## src/include/tcdm_fsm_cfg.svh

```systemverilog
// #####################################################################
// TCDM burst exerciser configuration
// Port count, burst length and bus widths shared by the whole design
// #####################################################################

`ifndef TCDM_FSM_CFG_SVH
`define TCDM_FSM_CFG_SVH

// number of burst engines, one TCDM master port each
`define TCDM_NUM_PORTS 4

// reads per burst, keep it a power of two
`define TCDM_BURST_LEN 16

`define TCDM_ADDR_W 20  // byte address
`define TCDM_DATA_W 32

`define APB_ADDR_W 7  // word index, byte address / 4
`define APB_DATA_W 20

`define GPIO_W 4  // pads

`endif

```

## src/source/tcdm_fsm_pkg.sv

```systemverilog
// #####################################################################
// TCDM burst exerciser types
// Bus word types, beat counter type and the APB register map
// #####################################################################

`include "tcdm_fsm_cfg.svh"

package tcdm_fsm_pkg;

  typedef logic [`TCDM_ADDR_W-1:0] tcdm_addr_t;
  typedef logic [`TCDM_DATA_W-1:0] tcdm_data_t;

  typedef logic [`APB_ADDR_W-1:0] apb_addr_t;
  typedef logic [`APB_DATA_W-1:0] apb_data_t;

  // one spare msb, set once all beats have been granted
  typedef logic [$clog2(`TCDM_BURST_LEN):0] beat_cnt_t;

  // register word indices
  typedef enum logic [`APB_ADDR_W-1:0] {
    REG_START_0     = 'h00,  // write base address, starts engine 0
    REG_START_1     = 'h01,
    REG_START_2     = 'h02,
    REG_START_3     = 'h03,
    REG_STATUS      = 'h04,  // done vector
    REG_BURST_CNT   = 'h05,  // completed bursts, mod 256
    REG_GPIO_VAL    = 'h10,
    REG_GPIO_OE     = 'h20,
    REG_GPIO_SAMPLE = 'h21   // pads -> value register
  } reg_idx_e;

endpackage

```

## src/source/tcdm_master_if.sv

```systemverilog
// #####################################################################
// TCDM read master port
// Request side driven by a burst engine, grant and valid returned
// #####################################################################

interface tcdm_master_if
  import tcdm_fsm_pkg::*;
();

  logic       req;
  tcdm_addr_t addr;
  tcdm_data_t wdata;
  logic       gnt;
  logic       r_valid;  // one cycle after gnt

  modport master(
    output req,
    output addr,
    output wdata,
    input  gnt,
    input  r_valid
  );

  modport slave(
    input  req,
    input  addr,
    input  wdata,
    output gnt,
    output r_valid
  );

endinterface

```

## src/source/apb_reg_decode.sv

```systemverilog
// #####################################################################
// APB register block
// Decodes access-phase writes into engine start pulses, holds the
// GPIO value and output-enable registers and muxes readback data
// #####################################################################

`include "tcdm_fsm_cfg.svh"

module apb_reg_decode
  import tcdm_fsm_pkg::*;
(
  input  logic                       clk_i,
  input  logic                       rst_ni,

  input  logic                       psel_i,
  input  logic                       penable_i,
  input  logic                       pwrite_i,
  input  apb_addr_t                  paddr_i,
  input  apb_data_t                  pwdata_i,
  output apb_data_t                  prdata_o,

  output logic [`TCDM_NUM_PORTS-1:0] start_o,
  output tcdm_addr_t                 base_addr_o,  // shared by all engines

  input  logic [`TCDM_NUM_PORTS-1:0] done_vec_i,
  input  logic [7:0]                 burst_cnt_i,

  input  logic [`GPIO_W-1:0]         gpio_in_i,
  output logic [`GPIO_W-1:0]         gpio_oe_o,
  output logic [`GPIO_W-1:0]         gpio_val_o
);

  logic wr_en;
  logic rd_en;

  logic [`GPIO_W-1:0] gpio_oe_q;
  logic [`GPIO_W-1:0] gpio_val_q;

  // no wait states, so the access cycle is the only one that counts
  assign wr_en = psel_i & penable_i & pwrite_i;
  assign rd_en = psel_i & penable_i & ~pwrite_i;

  assign base_addr_o = tcdm_addr_t'(pwdata_i);

  // start registers sit at consecutive word indices
  always_comb begin
    start_o = '0;
    for (int i = 0; i < `TCDM_NUM_PORTS; i++) begin
      if (wr_en && (paddr_i == apb_addr_t'(REG_START_0 + i))) begin
        start_o[i] = 1'b1;
      end
    end
  end

  always_ff @(posedge clk_i or negedge rst_ni) begin
    if (!rst_ni) begin
      gpio_oe_q  <= '0;
      gpio_val_q <= '0;
    end else if (wr_en) begin
      case (paddr_i)
        REG_GPIO_VAL: begin
          gpio_val_q <= pwdata_i[`GPIO_W-1:0];
        end
        REG_GPIO_OE: begin
          gpio_oe_q <= pwdata_i[`GPIO_W-1:0];
        end
        REG_GPIO_SAMPLE: begin
          gpio_val_q <= gpio_in_i;  // data is ignored, pads are latched
        end
        default: begin
        end
      endcase
    end
  end

  assign gpio_oe_o  = gpio_oe_q;
  assign gpio_val_o = gpio_val_q;

  // readback, zero outside a read access and for unmapped indices
  always_comb begin
    prdata_o = '0;
    if (rd_en) begin
      case (paddr_i)
        REG_STATUS: begin
          prdata_o[`TCDM_NUM_PORTS-1:0] = done_vec_i;
        end
        REG_BURST_CNT: begin
          prdata_o[7:0] = burst_cnt_i;
        end
        REG_GPIO_VAL: begin
          prdata_o[`GPIO_W-1:0] = gpio_val_q;
        end
        REG_GPIO_OE: begin
          prdata_o[`GPIO_W-1:0] = gpio_oe_q;
        end
        default: begin
          prdata_o = '0;
        end
      endcase
    end
  end

endmodule

```

## src/source/tcdm_burst_fsm.sv

```systemverilog
// #####################################################################
// TCDM burst read engine
// Issues one burst of word reads from a latched base address and
// reports done once the last response has come back
// #####################################################################

module tcdm_burst_fsm
  import tcdm_fsm_pkg::*;
(
  input  logic                 clk_i,
  input  logic                 rst_ni,

  input  logic                 start_i,
  input  tcdm_addr_t           base_addr_i,

  tcdm_master_if.master        tcdm,

  output logic                 done_o,
  output logic                 burst_end_o
);

  localparam int unsigned CNT_W = $bits(beat_cnt_t);

  typedef enum logic [1:0] {
    IDLE,
    WAIT_GNT,
    WAIT_RVALID
  } state_e;

  state_e     state_d, state_q;
  beat_cnt_t  cnt_q;
  tcdm_addr_t base_q;
  logic       accept_start;
  logic       incr;
  logic       last_beat;
  logic       done_q;

  assign accept_start = (state_q == IDLE) & start_i;  // busy engines drop starts
  assign last_beat    = cnt_q[CNT_W-1];                // all beats granted

  always_comb begin
    state_d     = state_q;
    tcdm.req    = 1'b0;
    incr        = 1'b0;
    burst_end_o = 1'b0;

    case (state_q)
      IDLE: begin
        if (start_i) begin
          state_d = WAIT_GNT;
        end
      end

      WAIT_GNT: begin
        tcdm.req = 1'b1;  // held until granted
        if (tcdm.gnt) begin
          incr    = 1'b1;
          state_d = WAIT_RVALID;
        end
      end

      WAIT_RVALID: begin
        if (tcdm.r_valid) begin
          if (last_beat) begin
            burst_end_o = 1'b1;
            state_d     = IDLE;
          end else begin
            // next beat goes out in the same cycle as this response
            tcdm.req = 1'b1;
            if (tcdm.gnt) begin
              incr = 1'b1;
            end else begin
              state_d = WAIT_GNT;
            end
          end
        end
      end

      default: begin
        state_d = IDLE;
      end
    endcase
  end

  always_ff @(posedge clk_i or negedge rst_ni) begin
    if (!rst_ni) begin
      state_q <= IDLE;
      cnt_q   <= '0;
      done_q  <= 1'b1;
    end else begin
      state_q <= state_d;
      if (burst_end_o) begin
        cnt_q  <= '0;  // drops the last-beat flag too
        done_q <= 1'b1;
      end else begin
        if (incr) begin
          cnt_q <= cnt_q + 1'b1;
        end
        if (accept_start) begin
          done_q <= 1'b0;
        end
      end
    end
  end

  always_ff @(posedge clk_i) begin
    if (accept_start) begin
      base_q <= base_addr_i;
    end
  end

  assign tcdm.addr  = base_q + tcdm_addr_t'({cnt_q, 2'b00});  // word stride
  assign tcdm.wdata = tcdm_data_t'(cnt_q[CNT_W-2:0]);          // beat index
  assign done_o     = done_q;

endmodule

```

## src/source/burst_status_collect.sv

```systemverilog
// #####################################################################
// Burst status collector
// Registers the engines' done levels and counts finished bursts
// #####################################################################

`include "tcdm_fsm_cfg.svh"

module burst_status_collect (
  input  logic                       clk_i,
  input  logic                       rst_ni,

  input  logic [`TCDM_NUM_PORTS-1:0] done_i,
  input  logic [`TCDM_NUM_PORTS-1:0] burst_end_i,

  output logic [`TCDM_NUM_PORTS-1:0] done_vec_o,
  output logic [7:0]                 burst_cnt_o
);

  logic [`TCDM_NUM_PORTS-1:0] done_vec_q;
  logic [7:0]                 burst_cnt_q;
  logic [7:0]                 end_sum;

  // several engines may finish in the same cycle
  always_comb begin
    end_sum = '0;
    for (int i = 0; i < `TCDM_NUM_PORTS; i++) begin
      end_sum = end_sum + 8'(burst_end_i[i]);
    end
  end

  always_ff @(posedge clk_i or negedge rst_ni) begin
    if (!rst_ni) begin
      done_vec_q  <= '1;  // engines come out of reset idle
      burst_cnt_q <= '0;
    end else begin
      done_vec_q  <= done_i;
      burst_cnt_q <= burst_cnt_q + end_sum;  // wraps at 256
    end
  end

  assign done_vec_o  = done_vec_q;
  assign burst_cnt_o = burst_cnt_q;

endmodule

```

## src/source/tcdm_fsm_gpio_top.sv

```systemverilog
// #####################################################################
// TCDM read-burst exerciser with GPIO
// APB register block, one burst engine per TCDM port and a status
// collector, all behind flat pad-level ports
// #####################################################################

`include "tcdm_fsm_cfg.svh"

module tcdm_fsm_gpio_top
  import tcdm_fsm_pkg::*;
(
  input  logic                                          clk_i,
  input  logic                                          rst_ni,

  input  logic                                          apb_psel_i,
  input  logic                                          apb_penable_i,
  input  logic                                          apb_pwrite_i,
  input  apb_addr_t                                     apb_addr_i,
  input  apb_data_t                                     apb_pwdata_i,
  output apb_data_t                                     apb_prdata_o,
  output logic                                          apb_ready_o,

  output logic [`TCDM_NUM_PORTS-1:0]                    tcdm_req_o,
  output logic [`TCDM_NUM_PORTS*`TCDM_ADDR_W-1:0]       tcdm_addr_o,
  output logic [`TCDM_NUM_PORTS-1:0]                    tcdm_wen_o,
  output logic [`TCDM_NUM_PORTS*`TCDM_DATA_W-1:0]       tcdm_wdata_o,
  output logic [`TCDM_NUM_PORTS*(`TCDM_DATA_W/8)-1:0]   tcdm_be_o,
  input  logic [`TCDM_NUM_PORTS-1:0]                    tcdm_gnt_i,
  input  logic [`TCDM_NUM_PORTS-1:0]                    tcdm_r_valid_i,

  output logic [`GPIO_W-1:0]                            gpio_oe_o,
  output logic [`GPIO_W-1:0]                            gpio_data_o,
  input  logic [`GPIO_W-1:0]                            gpio_data_i
);

  localparam int unsigned AW = `TCDM_ADDR_W;
  localparam int unsigned DW = `TCDM_DATA_W;

  logic [`TCDM_NUM_PORTS-1:0] start;
  tcdm_addr_t                 base_addr;
  logic [`TCDM_NUM_PORTS-1:0] done;
  logic [`TCDM_NUM_PORTS-1:0] burst_end;
  logic [`TCDM_NUM_PORTS-1:0] done_vec;
  logic [7:0]                 burst_cnt;

  tcdm_master_if tcdm_if [`TCDM_NUM_PORTS] ();

  // read-only master, no wait states on APB
  assign apb_ready_o = 1'b1;
  assign tcdm_wen_o  = '1;  // high means read
  assign tcdm_be_o   = '1;

  apb_reg_decode u_reg_decode (
    .clk_i       (clk_i),
    .rst_ni      (rst_ni),
    .psel_i      (apb_psel_i),
    .penable_i   (apb_penable_i),
    .pwrite_i    (apb_pwrite_i),
    .paddr_i     (apb_addr_i),
    .pwdata_i    (apb_pwdata_i),
    .prdata_o    (apb_prdata_o),
    .start_o     (start),
    .base_addr_o (base_addr),
    .done_vec_i  (done_vec),
    .burst_cnt_i (burst_cnt),
    .gpio_in_i   (gpio_data_i),
    .gpio_oe_o   (gpio_oe_o),
    .gpio_val_o  (gpio_data_o)
  );

  for (genvar i = 0; i < `TCDM_NUM_PORTS; i++) begin : g_engine
    tcdm_burst_fsm u_burst_fsm (
      .clk_i       (clk_i),
      .rst_ni      (rst_ni),
      .start_i     (start[i]),
      .base_addr_i (base_addr),
      .tcdm        (tcdm_if[i]),
      .done_o      (done[i]),
      .burst_end_o (burst_end[i])
    );

    // port i owns slice i of each flat vector
    assign tcdm_req_o[i]             = tcdm_if[i].req;
    assign tcdm_addr_o[i*AW +: AW]   = tcdm_if[i].addr;
    assign tcdm_wdata_o[i*DW +: DW]  = tcdm_if[i].wdata;
    assign tcdm_if[i].gnt            = tcdm_gnt_i[i];
    assign tcdm_if[i].r_valid        = tcdm_r_valid_i[i];
  end

  burst_status_collect u_status (
    .clk_i       (clk_i),
    .rst_ni      (rst_ni),
    .done_i      (done),
    .burst_end_i (burst_end),
    .done_vec_o  (done_vec),
    .burst_cnt_o (burst_cnt)
  );

endmodule

```

## config.mk

```make
export PLATFORM = sky130hd
export DESIGN_NAME = tcdm_fsm_gpio_top
export DESIGN_NICKNAME = d
export VERILOG_FILES = /design/src/source/tcdm_fsm_pkg.sv /design/src/source/tcdm_master_if.sv /design/src/source/apb_reg_decode.sv /design/src/source/tcdm_burst_fsm.sv /design/src/source/burst_status_collect.sv /design/src/source/tcdm_fsm_gpio_top.sv
export VERILOG_INCLUDE_DIRS = /design/src /design/src/include
export SDC_FILE = /design/constraint.sdc
export NUM_CORES = 1
export LEC_CHECK = 0
export ABC_CLOCK_PERIOD_IN_PS = 7400
export BUFFER_PORTS_ARGS = -buffer_cell sky130_fd_sc_hd__buf_2
export CORE_MARGIN = 4
export CORE_UTILIZATION = 40
export DETAILED_ROUTE_END_ITERATION = 12
export PLACE_DENSITY = 0.68
export SYNTH_ARGS = -nofsm -noshare
export SYNTH_HDL_FRONTEND = slang
export SYNTH_HIERARCHICAL = 1
export SYNTH_SLANG_ARGS = --single-unit
```

## constraint.sdc

```tcl
create_clock -name clk_i -period 7.4 [get_ports clk_i]
set_input_delay 1.48 -clock clk_i [delete_from_list [all_inputs] [get_ports clk_i]]
set_output_delay 1.48 -clock clk_i [all_outputs]
set_load 0.1 [all_outputs]
```

==> results_dict.tcl, run 1 <==
set metrics [dict create \
    dieArea_um2 24500 \
    antenna_found_initial 1 \
    cpPeakStageDelay_ns 0.42 \
    instances_no_fill 1242 \
    seq_area_um2 3710 \
    ys_seq_area_share_pct 42.1 \
    drive_above_1_share_pct 23.7 \
    slew_headroom_pct 33.2 \
    tns_ns 0 \
    syn_inst 826 \
    synthFlopType "edfxtp_1" \
    hold_viol 0 \
    p_leak_nw 4.25 \
    cp_common_cell "buf_2" \
    clkLatencyLatePin_ns 0.43 \
    die_x_um 156 \
    design_area_um2 9620 \
    dpl.cell_count 1209 \
    crit_fanout 6 \
    path_class "input port to primary output" \
    vias 5863 \
    ant_nets 0 \
    setup.worst_path.end_class "primary output" \
    first_iter_violations 291 \
    cp-start-kind "input port" \
    fin_ws_ns 2.83 \
    r2r_start "g_engine[3].u_burst_fsm/state_q[0]" \
    drt-total-wl_um 19700 \
    status "finished clean" \
    worstPathRequired_ns 5.92 \
    drv_slew 0 \
    portBuffers 159 \
    ys_ff_latch 132 \
    die_h_um 156 \
    synth.largest_area_cell "edfxtp_1" \
    synth_edf_count 80 \
    area_growth_pct 9.10 \
    cts_buffers 17 \
    track_usage_pct 15.7 \
    coreArea_um2 21800 \
    detail_route.wl_per_cell_um 15.8 \
    ff2ff_setup_slack_ns 4.60 \
    final_nets 1044 \
    dp_slack_ns 2.82 \
    clock-sinks 132 \
    grt_setup_unrepaired "false" \
    ff2ff_path_depth 11 \
    num_io_pins 305 \
    htreeDepth 4 \
    overflow 0 \
    clkSlewWorstSetupHoldPaths_ns 0.05 \
    fin_crit_ns 4.57 \
    critPathTopFamily "simple AND/OR/NAND/NOR gates" \
    clock.fmax_ghz 0.219 \
    fin_crit_sh_pct 61.7 \
    drv_cap 0 \
    min_from "g_engine[0].u_burst_fsm/done_o" \
    path_buf_inv 2 \
    whs_path_depth 0 \
    synth_warnings 6 \
    route.detailed.drc 0 \
    netlist_area_um2 8810 \
    whs_ns 0.369 \
    postCtsSetupBuffers 0 \
    ir_worst_vdd_mv 0.471 \
    cts_resized 0 \
    synth_area_leaders "edfxtp_1, buf_4, dfrtp_1" \
    critPathSlowestCell "buf_2" \
    avgSynthCellArea_um2 10.7 \
    cp_data_arrival_time_ns 3.09 \
    dp_hpwl_um 15900 \
    final_core_util_pct 44.2 \
    fillerInstances 2048 \
    synth_cell_types 58 \
    vias_per_cell 4.72 \
    gp_congestion 0.898 \
    drt_pass1_iterations 5 \
    setup_viol 0 \
    start_util_pct 40.5 \
    hold_class "flip-flop to flip-flop" \
    grt_pass1_vias 5544 \
    grt_max_degree 53 \
    root_buffer "clkbuf_16" \
    hold_buffers 0 \
    multi_input_area_um2 3940 \
    power-per-cell-area_nw_per_um2 402 \
    fin_skew_ns 0.0165 \
    r2r_end "u_status/burst_cnt_o[4]" \
    postSynth.asyncResetShare_pct 39.4 \
    postPlaceCellArea_um2 9020 \
    grt_pass1_wl_um 29600 \
    crit_chain "buf_2, nor3_2, nand3_2, nor4b_2, and2_1, buf_2" \
    cts_tree "built" \
    yosysTopAreaCellShare_pct 27.3 \
    min_to "u_status/done_vec_o[0]" \
    tightest_slew_ns 1.00 \
    total_power_mw 3.86 \
    rows 54 \
    cts_buffer_depth 2 \
]
-- area by class of cell --
class	count	area share, %
clock buffers	21	4.91
diodes	1	0.0260
multi-input cells	581	41.0
repair buffers	160	8.35
well taps	280	3.64
flip-flops and latches	132	38.6
clock inverters	11	1.30
inverters	56	2.19
-- worst max path at each step --
| stage | start | endpoint | cells past startpoint |
|---|---|---|---|
| floorplan | apb_addr_i[1] | apb_prdata_o[0] | 4 |
| global placement | apb_addr_i[5] | apb_prdata_o[5] | 6 |
| detailed placement | apb_addr_i[5] | apb_prdata_o[4] | 6 |
| CTS | apb_addr_i[5] | apb_prdata_o[4] | 6 |
| global route | apb_addr_i[5] | apb_prdata_o[5] | 6 |
| finish | apb_addr_i[5] | apb_prdata_o[4] | 6 |
-- cell families (layout without fill, tap and decap cells) --
group                    count (synthesis)  after routing  share of synthesized area (%)
AO/OA/AOI/OAI                          124            124                           10.5
XOR/XNOR                                74             74                           7.35
adder cells (fa/ha/maj)                 52             52                           7.98
buffers and inverters                  252            248                           19.1
flip-flops                             132            132                           42.1
multiplexers                            20             20                           2.44
other                                    6            146                          0.256
AND/OR/NAND/NOR                        166            166                           10.3
-- layer usage --
layer,wire length (um),global-route usage [%]
met1,8340,19.6
met2,9730,26.6
met3,1250,4.34
met4,329,4.67
met5,7,0
-- flip-flops by register name, indices dropped and copies added (netlist names) --
register and cells:
g_engine.u_burst_fsm/base_q 80, g_engine.u_burst_fsm/cnt_q 20, g_engine.u_burst_fsm/done_o 4, g_engine.u_burst_fsm/state_q 8, u_reg_decode/gpio_oe_o 4, u_reg_decode/gpio_val_o 4, u_status/burst_cnt_o 8, u_status/done_vec_o 4
-- layout by cell type (no fill, tap or decap), types with 5 or more instances in the layout --
cell	count
o22ai_1	8
nor3_1	6
xnor2_1	60
nand4_1	11
o211ai_1	17
ha_1	45
inv_1	55
dfstp_2	8
nand2_1	25
o21ai_0	21
o2111ai_1	7
mux2_2	10
nor2_1	35
and2_1	12
fa_1	7
mux2i_1	8
o21a_1	9
and3_1	8
xor2_1	14
nand3_1	39
buf_2	159
edfxtp_1	80
clkbuf_16	18
a21oi_1	24
o22a_1	5
and4_1	8
conb_1	145
dfrtp_1	44
-- power by group --
part | switching, mW | internal [mW] | total, mW | leakage [nW]
sequential | 0.0975 | 0.852 | 0.950 | 1.37
combinational | 1.71 | 0.359 | 2.07 | 2.59
clock | 0.315 | 0.525 | 0.840 | 0.289
total | 2.13 | 1.74 | 3.86 | 4.25
-- worst reg2reg max path: stages (launching register included) --
cell	delay, ns
dfrtp_1	0.42
inv_1	0.11
ha_1	0.22
nand2_1	0.15
nor2_1	0.37
fa_1	0.49
inv_1	0.08
fa_1	0.17
inv_1	0.05
fa_1	0.42
nand3_1	0.13
xnor2_1	0.12
-- synthesized netlist by cell type (all sizes together) (11+ instances only) --
library cell and count:
nand4 11, edfxtp 80, mux2 12, a21oi 24, xor2 14, nand2 25, o21ai 23, and2 12
dfrtp 44, o211ai 22, ha 45, xnor2 60, nand3 40, nor2 35, buf 196, inv 56
Note: power is estimated with default switching activity, not from simulation.
==> run 2, diff against run 1 <==
- ABC_CLOCK_PERIOD_IN_PS: 7400 -> 3700
- PLACE_DENSITY: 0.68 -> 0.71
- clock period: 7.4 -> 3.7 ns (I/O delays scaled with it)
==> results_dict.tcl, run 2 (synthesized netlist as in run 1, its figures left out) <==
set metrics [dict create \
    final_cell_mix "buf_2, conb_1, edfxtp_1" \
    postPlaceCellArea_um2 9230 \
    intPower_mw 3.49 \
    power_switching_mw 4.29 \
    hold_class "flip-flop to flip-flop" \
    setup_viol 0 \
    status "finished clean" \
    p_sw_share_pct 55.1 \
    clock-sinks 132 \
    power_frac_seq_pct 24.4 \
    drt-total-wl_um 20300 \
    design_area_um2 9890 \
    hold_buffers 0 \
    portBuffers 159 \
    die_x_um 156 \
    cts_tree "built" \
    grt_max_degree 36 \
    whs_path_depth 0 \
    cp_data_arrival_time_ns 2.75 \
    fin_crit_sh_pct 94.2 \
    regMostFlops "g_engine.u_burst_fsm/base_q" \
    die_h_um 156 \
    tns_ns 0 \
    final_nets 1050 \
    start_util_pct 40.5 \
    comb_power_share_pct 53.6 \
    final_core_util_pct 45.5 \
    pwr-share-clk_pct 22.0 \
    slew_headroom_pct 46.2 \
    drv_cap 0 \
    drt_pass1_iterations 4 \
    dp_slack_ns 0.400 \
    worstPathRequired_ns 2.96 \
    ff2ff_path_depth 11 \
    vias_per_cell 4.70 \
    setup.worst_path.end_class "primary output" \
    fin_crit_ns 3.49 \
    overflow 0 \
    cp-start-kind "flip-flop" \
    grt_pass1_wl_um 30700 \
    drive_above_1_share_pct 27.0 \
    largestRegisters "g_engine.u_burst_fsm/base_q (80), g_engine.u_burst_fsm/cnt_q (20)" \
    cts_buffers 17 \
    num_io_pins 305 \
    grt_pass1_vias 5679 \
    largest_register_ff_count 80 \
    fillerInstances 2014 \
    rows 54 \
    dieArea_um2 24500 \
    coreArea_um2 21800 \
    ir_worst_vdd_mv 0.944 \
    clkSlewWorstSetupHoldPaths_ns 0.06 \
    layout_commonest_cell "buf_2" \
    fin_skew_ns 0.00487 \
    root_buffer "clkbuf_16" \
    area_growth_pct 12.2 \
    path_class "flip-flop to primary output" \
    detail_route.wl_per_cell_um 16.3 \
    cts_buffer_depth 2 \
    first_iter_violations 303 \
    clock.fmax_ghz 0.287 \
    ant_nets 0 \
    grt_setup_unrepaired "false" \
    gp_congestion 0.918 \
    power-per-cell-area_nw_per_um2 787 \
    htreeDepth 4 \
    fin_ws_ns 0.214 \
    drv_slew 0 \
    dp_hpwl_um 16500 \
    route.detailed.drc 0 \
    track_usage_pct 16.3 \
    tightest_slew_ns 0.807 \
    p_leak_nw 4.46 \
    antenna_found_initial 0 \
    clkLatencyLatePin_ns 0.42 \
    n_antenna_cell 0 \
    hold_viol 0 \
    vias 5866 \
    crit_fanout 7 \
]
## run 2: cell count changes in the layout (fill, tap and decap cells not counted), sizes merged
cell,change
clkbuf,-2
inv,+3
buf,+4
diode,-1
clkinv,+1
clkinvlp,-1
bufinv,+1
## run 2: final timing paths
path / startpoint / end / slack [ns]
max: g_engine[0].u_burst_fsm/cnt_q[3] / tcdm_addr_o[9] / 0.21
min: g_engine[0].u_burst_fsm/done_o / u_status/done_vec_o[0] / 0.37
max reg2reg: g_engine[1].u_burst_fsm/state_q[0] / u_status/burst_cnt_o[4] / 0.89
min reg2reg: g_engine[0].u_burst_fsm/done_o / u_status/done_vec_o[0] / 0.37
max in group asynchronous: rst_ni / g_engine[1].u_burst_fsm/done_o / 2.54
min in group asynchronous: rst_ni / u_reg_decode/gpio_val_o[1] / 0.41
## run 2: power groups by stage
stage                     sequential [mW]  combinational, mW  clock (mW)
final                                1.90               4.18        1.71
after global routing                 1.93               4.40        1.82
after CTS                            1.90               4.19        1.74
after detailed placement             1.93               4.17           0
after global placement               1.91               4.15           0
after floorplan                      1.90               3.86           0
## run 2: area by class of cell
type                            instances  area, um2  share of cell area (%)
Multi-Input combinational cell        581       4130                    41.8
Sequential cell                       132       3710                    37.6
Timing Repair Buffer                  166        881                    8.91
Clock buffer                           17        425                    4.30
Tap cell                              280        350                    3.54
Inverter                               56        210                    2.13
Clock inverter                         15        179                    1.81
## run 2: worst max-delay path: stages (launching register included)
cell,delay [ns]
dfrtp_1,0.46
ha_1,0.41
nand2_1,0.09
o211ai_1,0.48
nand3_1,0.16
xnor2_1,0.25
buf_2,0.47
## run 2: per-layer routing
layer | vias to the layer above | share of wire [%] | GRT usage (%)
li1 | 2828 | - | -
met1 | 2792 | 41 | 20.1
met2 | 220 | 50 | 27.7
met3 | 26 | 7.0 | 4.07
met4 | 0 | 2.3 | 5.87
met5 | - | 0 | 0
## run 2: through the flow
step | total power [mW] | cells | hold WS (ns)
after floorplan | 5.76 | 965 | 0.354
after global placement | 6.06 | 1214 | 0.357
after detailed placement | 6.11 | 1214 | 0.360
after CTS | 7.83 | 1246 | 0.368
after global routing | 8.15 | 1247 | 0.376
final | 7.78 | 1247 | 0.367
## run 2: what timing repair did
action / CTS / global route
cloned: 0 / 0
setup endpoints to repair: 11 / 19
endpoints found under the hold margin: 0 / 0
resized for setup: 11 / 5
pin swaps: 0 / 1
setup buffers: 0 / 1
==> run 3, diff against run 2 <==
- CORE_UTILIZATION: 40 -> 46
- PLACE_DENSITY: 0.71 -> 0.8
- SYNTH_HIERARCHICAL: 1 -> unset
==> results_dict.tcl, run 3 <==
set metrics [dict create \
    ant_nets 0 \
    detail_route.wl_per_cell_um 16.8 \
    first_iter_violations 216 \
    setup.worst_path.end_class "primary output" \
    drt-total-wl_um 19600 \
    synth.largest_area_cell "edfxtp_1" \
    htreeDepth 4 \
    dieArea_um2 20500 \
    vias 5683 \
    grt_max_degree 37 \
    cts_tree "built" \
    slew_headroom_pct 44.7 \
    hold_viol 0 \
    area_growth_pct 13.9 \
    antenna_found_initial 0 \
    vias_per_cell 4.88 \
    worstPathRequired_ns 2.96 \
    yosysMostFrequentCell "buf_4" \
    fin_crit_sh_pct 96.3 \
    layout_commonest_cell "buf_2" \
    whs_ns 0.366 \
    total_power_mw 5.89 \
    fin_crit_ns 3.56 \
    drive_above_1_share_pct 27.0 \
    clkSlewWorstSetupHoldPaths_ns 0.05 \
    die_h_um 143 \
    regMostFlops "g_engine.u_burst_fsm.base_q" \
    tns_ns 0 \
    power-per-cell-area_nw_per_um2 614 \
    overflow 0 \
    fin_skew_ns 0.00569 \
    crit_end "tcdm_addr_o[36]" \
    cp_data_arrival_time_ns 2.82 \
    gp_congestion 0.892 \
    die_x_um 143 \
    synth_area_leaders "edfxtp_1, buf_4, dfrtp_1" \
    grt_pass1_wl_um 29200 \
    postSynth.asyncResetShare_pct 39.4 \
    hold_class "flip-flop to flip-flop" \
    syn_inst 769 \
    synth_edf_count 80 \
    status "finished clean" \
    cts_buffers 17 \
    fillerInstances 1565 \
    root_buffer "clkbuf_16" \
    ys_ff_latch 132 \
    grt_pass1_vias 5496 \
    avgSynthCellArea_um2 10.9 \
    clock-sinks 132 \
    multi_input_area_um2 4050 \
    final_nets 1022 \
    crit_fanout 5 \
    tightest_slew_ns 0.829 \
    cts_buffer_depth 2 \
    dp_hpwl_um 15600 \
    drv_cap 0 \
    synth_warnings 0 \
    synth_cell_types 58 \
    clock.fmax_ghz 0.281 \
    instances_no_fill 1165 \
    postPlaceCellArea_um2 8980 \
    ff2ff_setup_slack_ns 0.60 \
    num_io_pins 305 \
    dp_slack_ns 0.386 \
    cp-start-kind "flip-flop" \
    portBuffers 159 \
    drv_slew 0 \
    fin_ws_ns 0.138 \
    seq_area_um2 3710 \
    ys_seq_area_share_pct 44.1 \
    design_area_um2 9590 \
    ff2ff_path_depth 11 \
    largestRegisters "g_engine.u_burst_fsm.base_q (80), g_engine.u_burst_fsm.cnt_q (20)" \
    start_util_pct 46.9 \
    dpl.cell_count 1131 \
    setup.worst_path.start "g_engine[1].u_burst_fsm.cnt_q[0]" \
    path_class "flip-flop to primary output" \
    largest_register_ff_count 80 \
    ir_worst_vdd_mv 0.496 \
    coreArea_um2 18000 \
    rows 49 \
    n_antenna_cell 0 \
    route.detailed.drc 0 \
    netlist_area_um2 8420 \
    drt_pass1_iterations 4 \
    track_usage_pct 18.6 \
    yosysTopAreaCellShare_pct 28.5 \
    p_leak_nw 4.52 \
    setup_viol 0 \
    final_core_util_pct 53.4 \
    clkLatencyLatePin_ns 0.42 \
    r2r_start "g_engine[1].u_burst_fsm.state_q[0]" \
    synthFlopType "edfxtp_1" \
    r2r_end "u_status.burst_cnt_o[6]" \
    final_cell_mix "buf_2, conb_1, edfxtp_1" \
    synth_common_cells "buf_4, edfxtp_1, ha_1, dfrtp_1, xnor2_1" \
]
==> run 3: cells by family (layout without fill, tap and decap cells) <==
kind of cell | count (synthesis) | count (layout) | share of synthesized area (%)
xor+xnor | 77 | 77 | 8.01
fa+ha+maj | 55 | 55 | 8.71
flops | 132 | 132 | 44.1
compound gates | 107 | 107 | 8.87
other cells | 2 | 145 | 0.0892
buf+inv | 199 | 223 | 16.7
mux | 15 | 15 | 1.92
simple gates | 182 | 182 | 11.6
==> run 3: worst min path at each step <==
stage / startpoint / to / slack, ns / cells after the start
after global placement: g_engine[3].u_burst_fsm.done_o / u_status.done_vec_o[3] / 0.36 / 0
after global routing: g_engine[2].u_burst_fsm.done_o / u_status.done_vec_o[2] / 0.37 / 0
after floorplan: g_engine[0].u_burst_fsm.done_o / u_status.done_vec_o[0] / 0.35 / 0
final: g_engine[2].u_burst_fsm.done_o / u_status.done_vec_o[2] / 0.37 / 0
after CTS: g_engine[1].u_burst_fsm.done_o / u_status.done_vec_o[1] / 0.36 / 0
after detailed placement: g_engine[1].u_burst_fsm.done_o / u_status.done_vec_o[1] / 0.36 / 0
==> run 3: worst max-delay path, stage by stage (launching register included) <==
cell and delay (ns):
dfrtp_1 0.43, ha_1 0.27, fa_1 0.43, a211oi_1 0.26, o21bai_1 0.17, nand3_1 0.18
nor2b_1 0.09, xor2_2 0.13, buf_2 0.44
==> run 3: area by class of cell <==
class | count | share of cell area (%)
inverters | 22 | 0.861
multi-input cells | 581 | 42.3
well taps | 229 | 2.99
clock inverters | 10 | 0.874
flip-flops and latches | 132 | 38.7
repair buffers | 169 | 9.46
clock buffers | 22 | 4.84
==> run 3: report_power, final <==
| group | total (mW) | switching, mW | internal [mW] |
|---|---|---|---|
| registers | 1.76 | 0.112 | 1.65 |
| logic | 2.58 | 2.17 | 0.414 |
| clock network | 1.54 | 0.592 | 0.950 |
| total | 5.89 | 2.87 | 3.01 |
==> run 3: per-layer routing <==
| layer | global-route usage, % | vias up | wire length [um] |
|---|---|---|---|
| met3 | 4.86 | 27 | 1480 |
| li1 | - | 2701 | - |
| met1 | 23.2 | 2722 | 8100 |
| met4 | 5.95 | 0 | 360 |
| met5 | 0 | - | 0 |
| met2 | 31.7 | 233 | 9690 |
==> run 3: what timing repair did <==
item                                    4_1_cts  5_1_grt
hold buffers                                  0        0
gates cloned                                  0        0
gates resized for setup                       1       16
hold endpoints to repair                      0        0
endpoints found under the setup margin        1       20
buffers inserted                              0        2
pin swaps                                     0        1
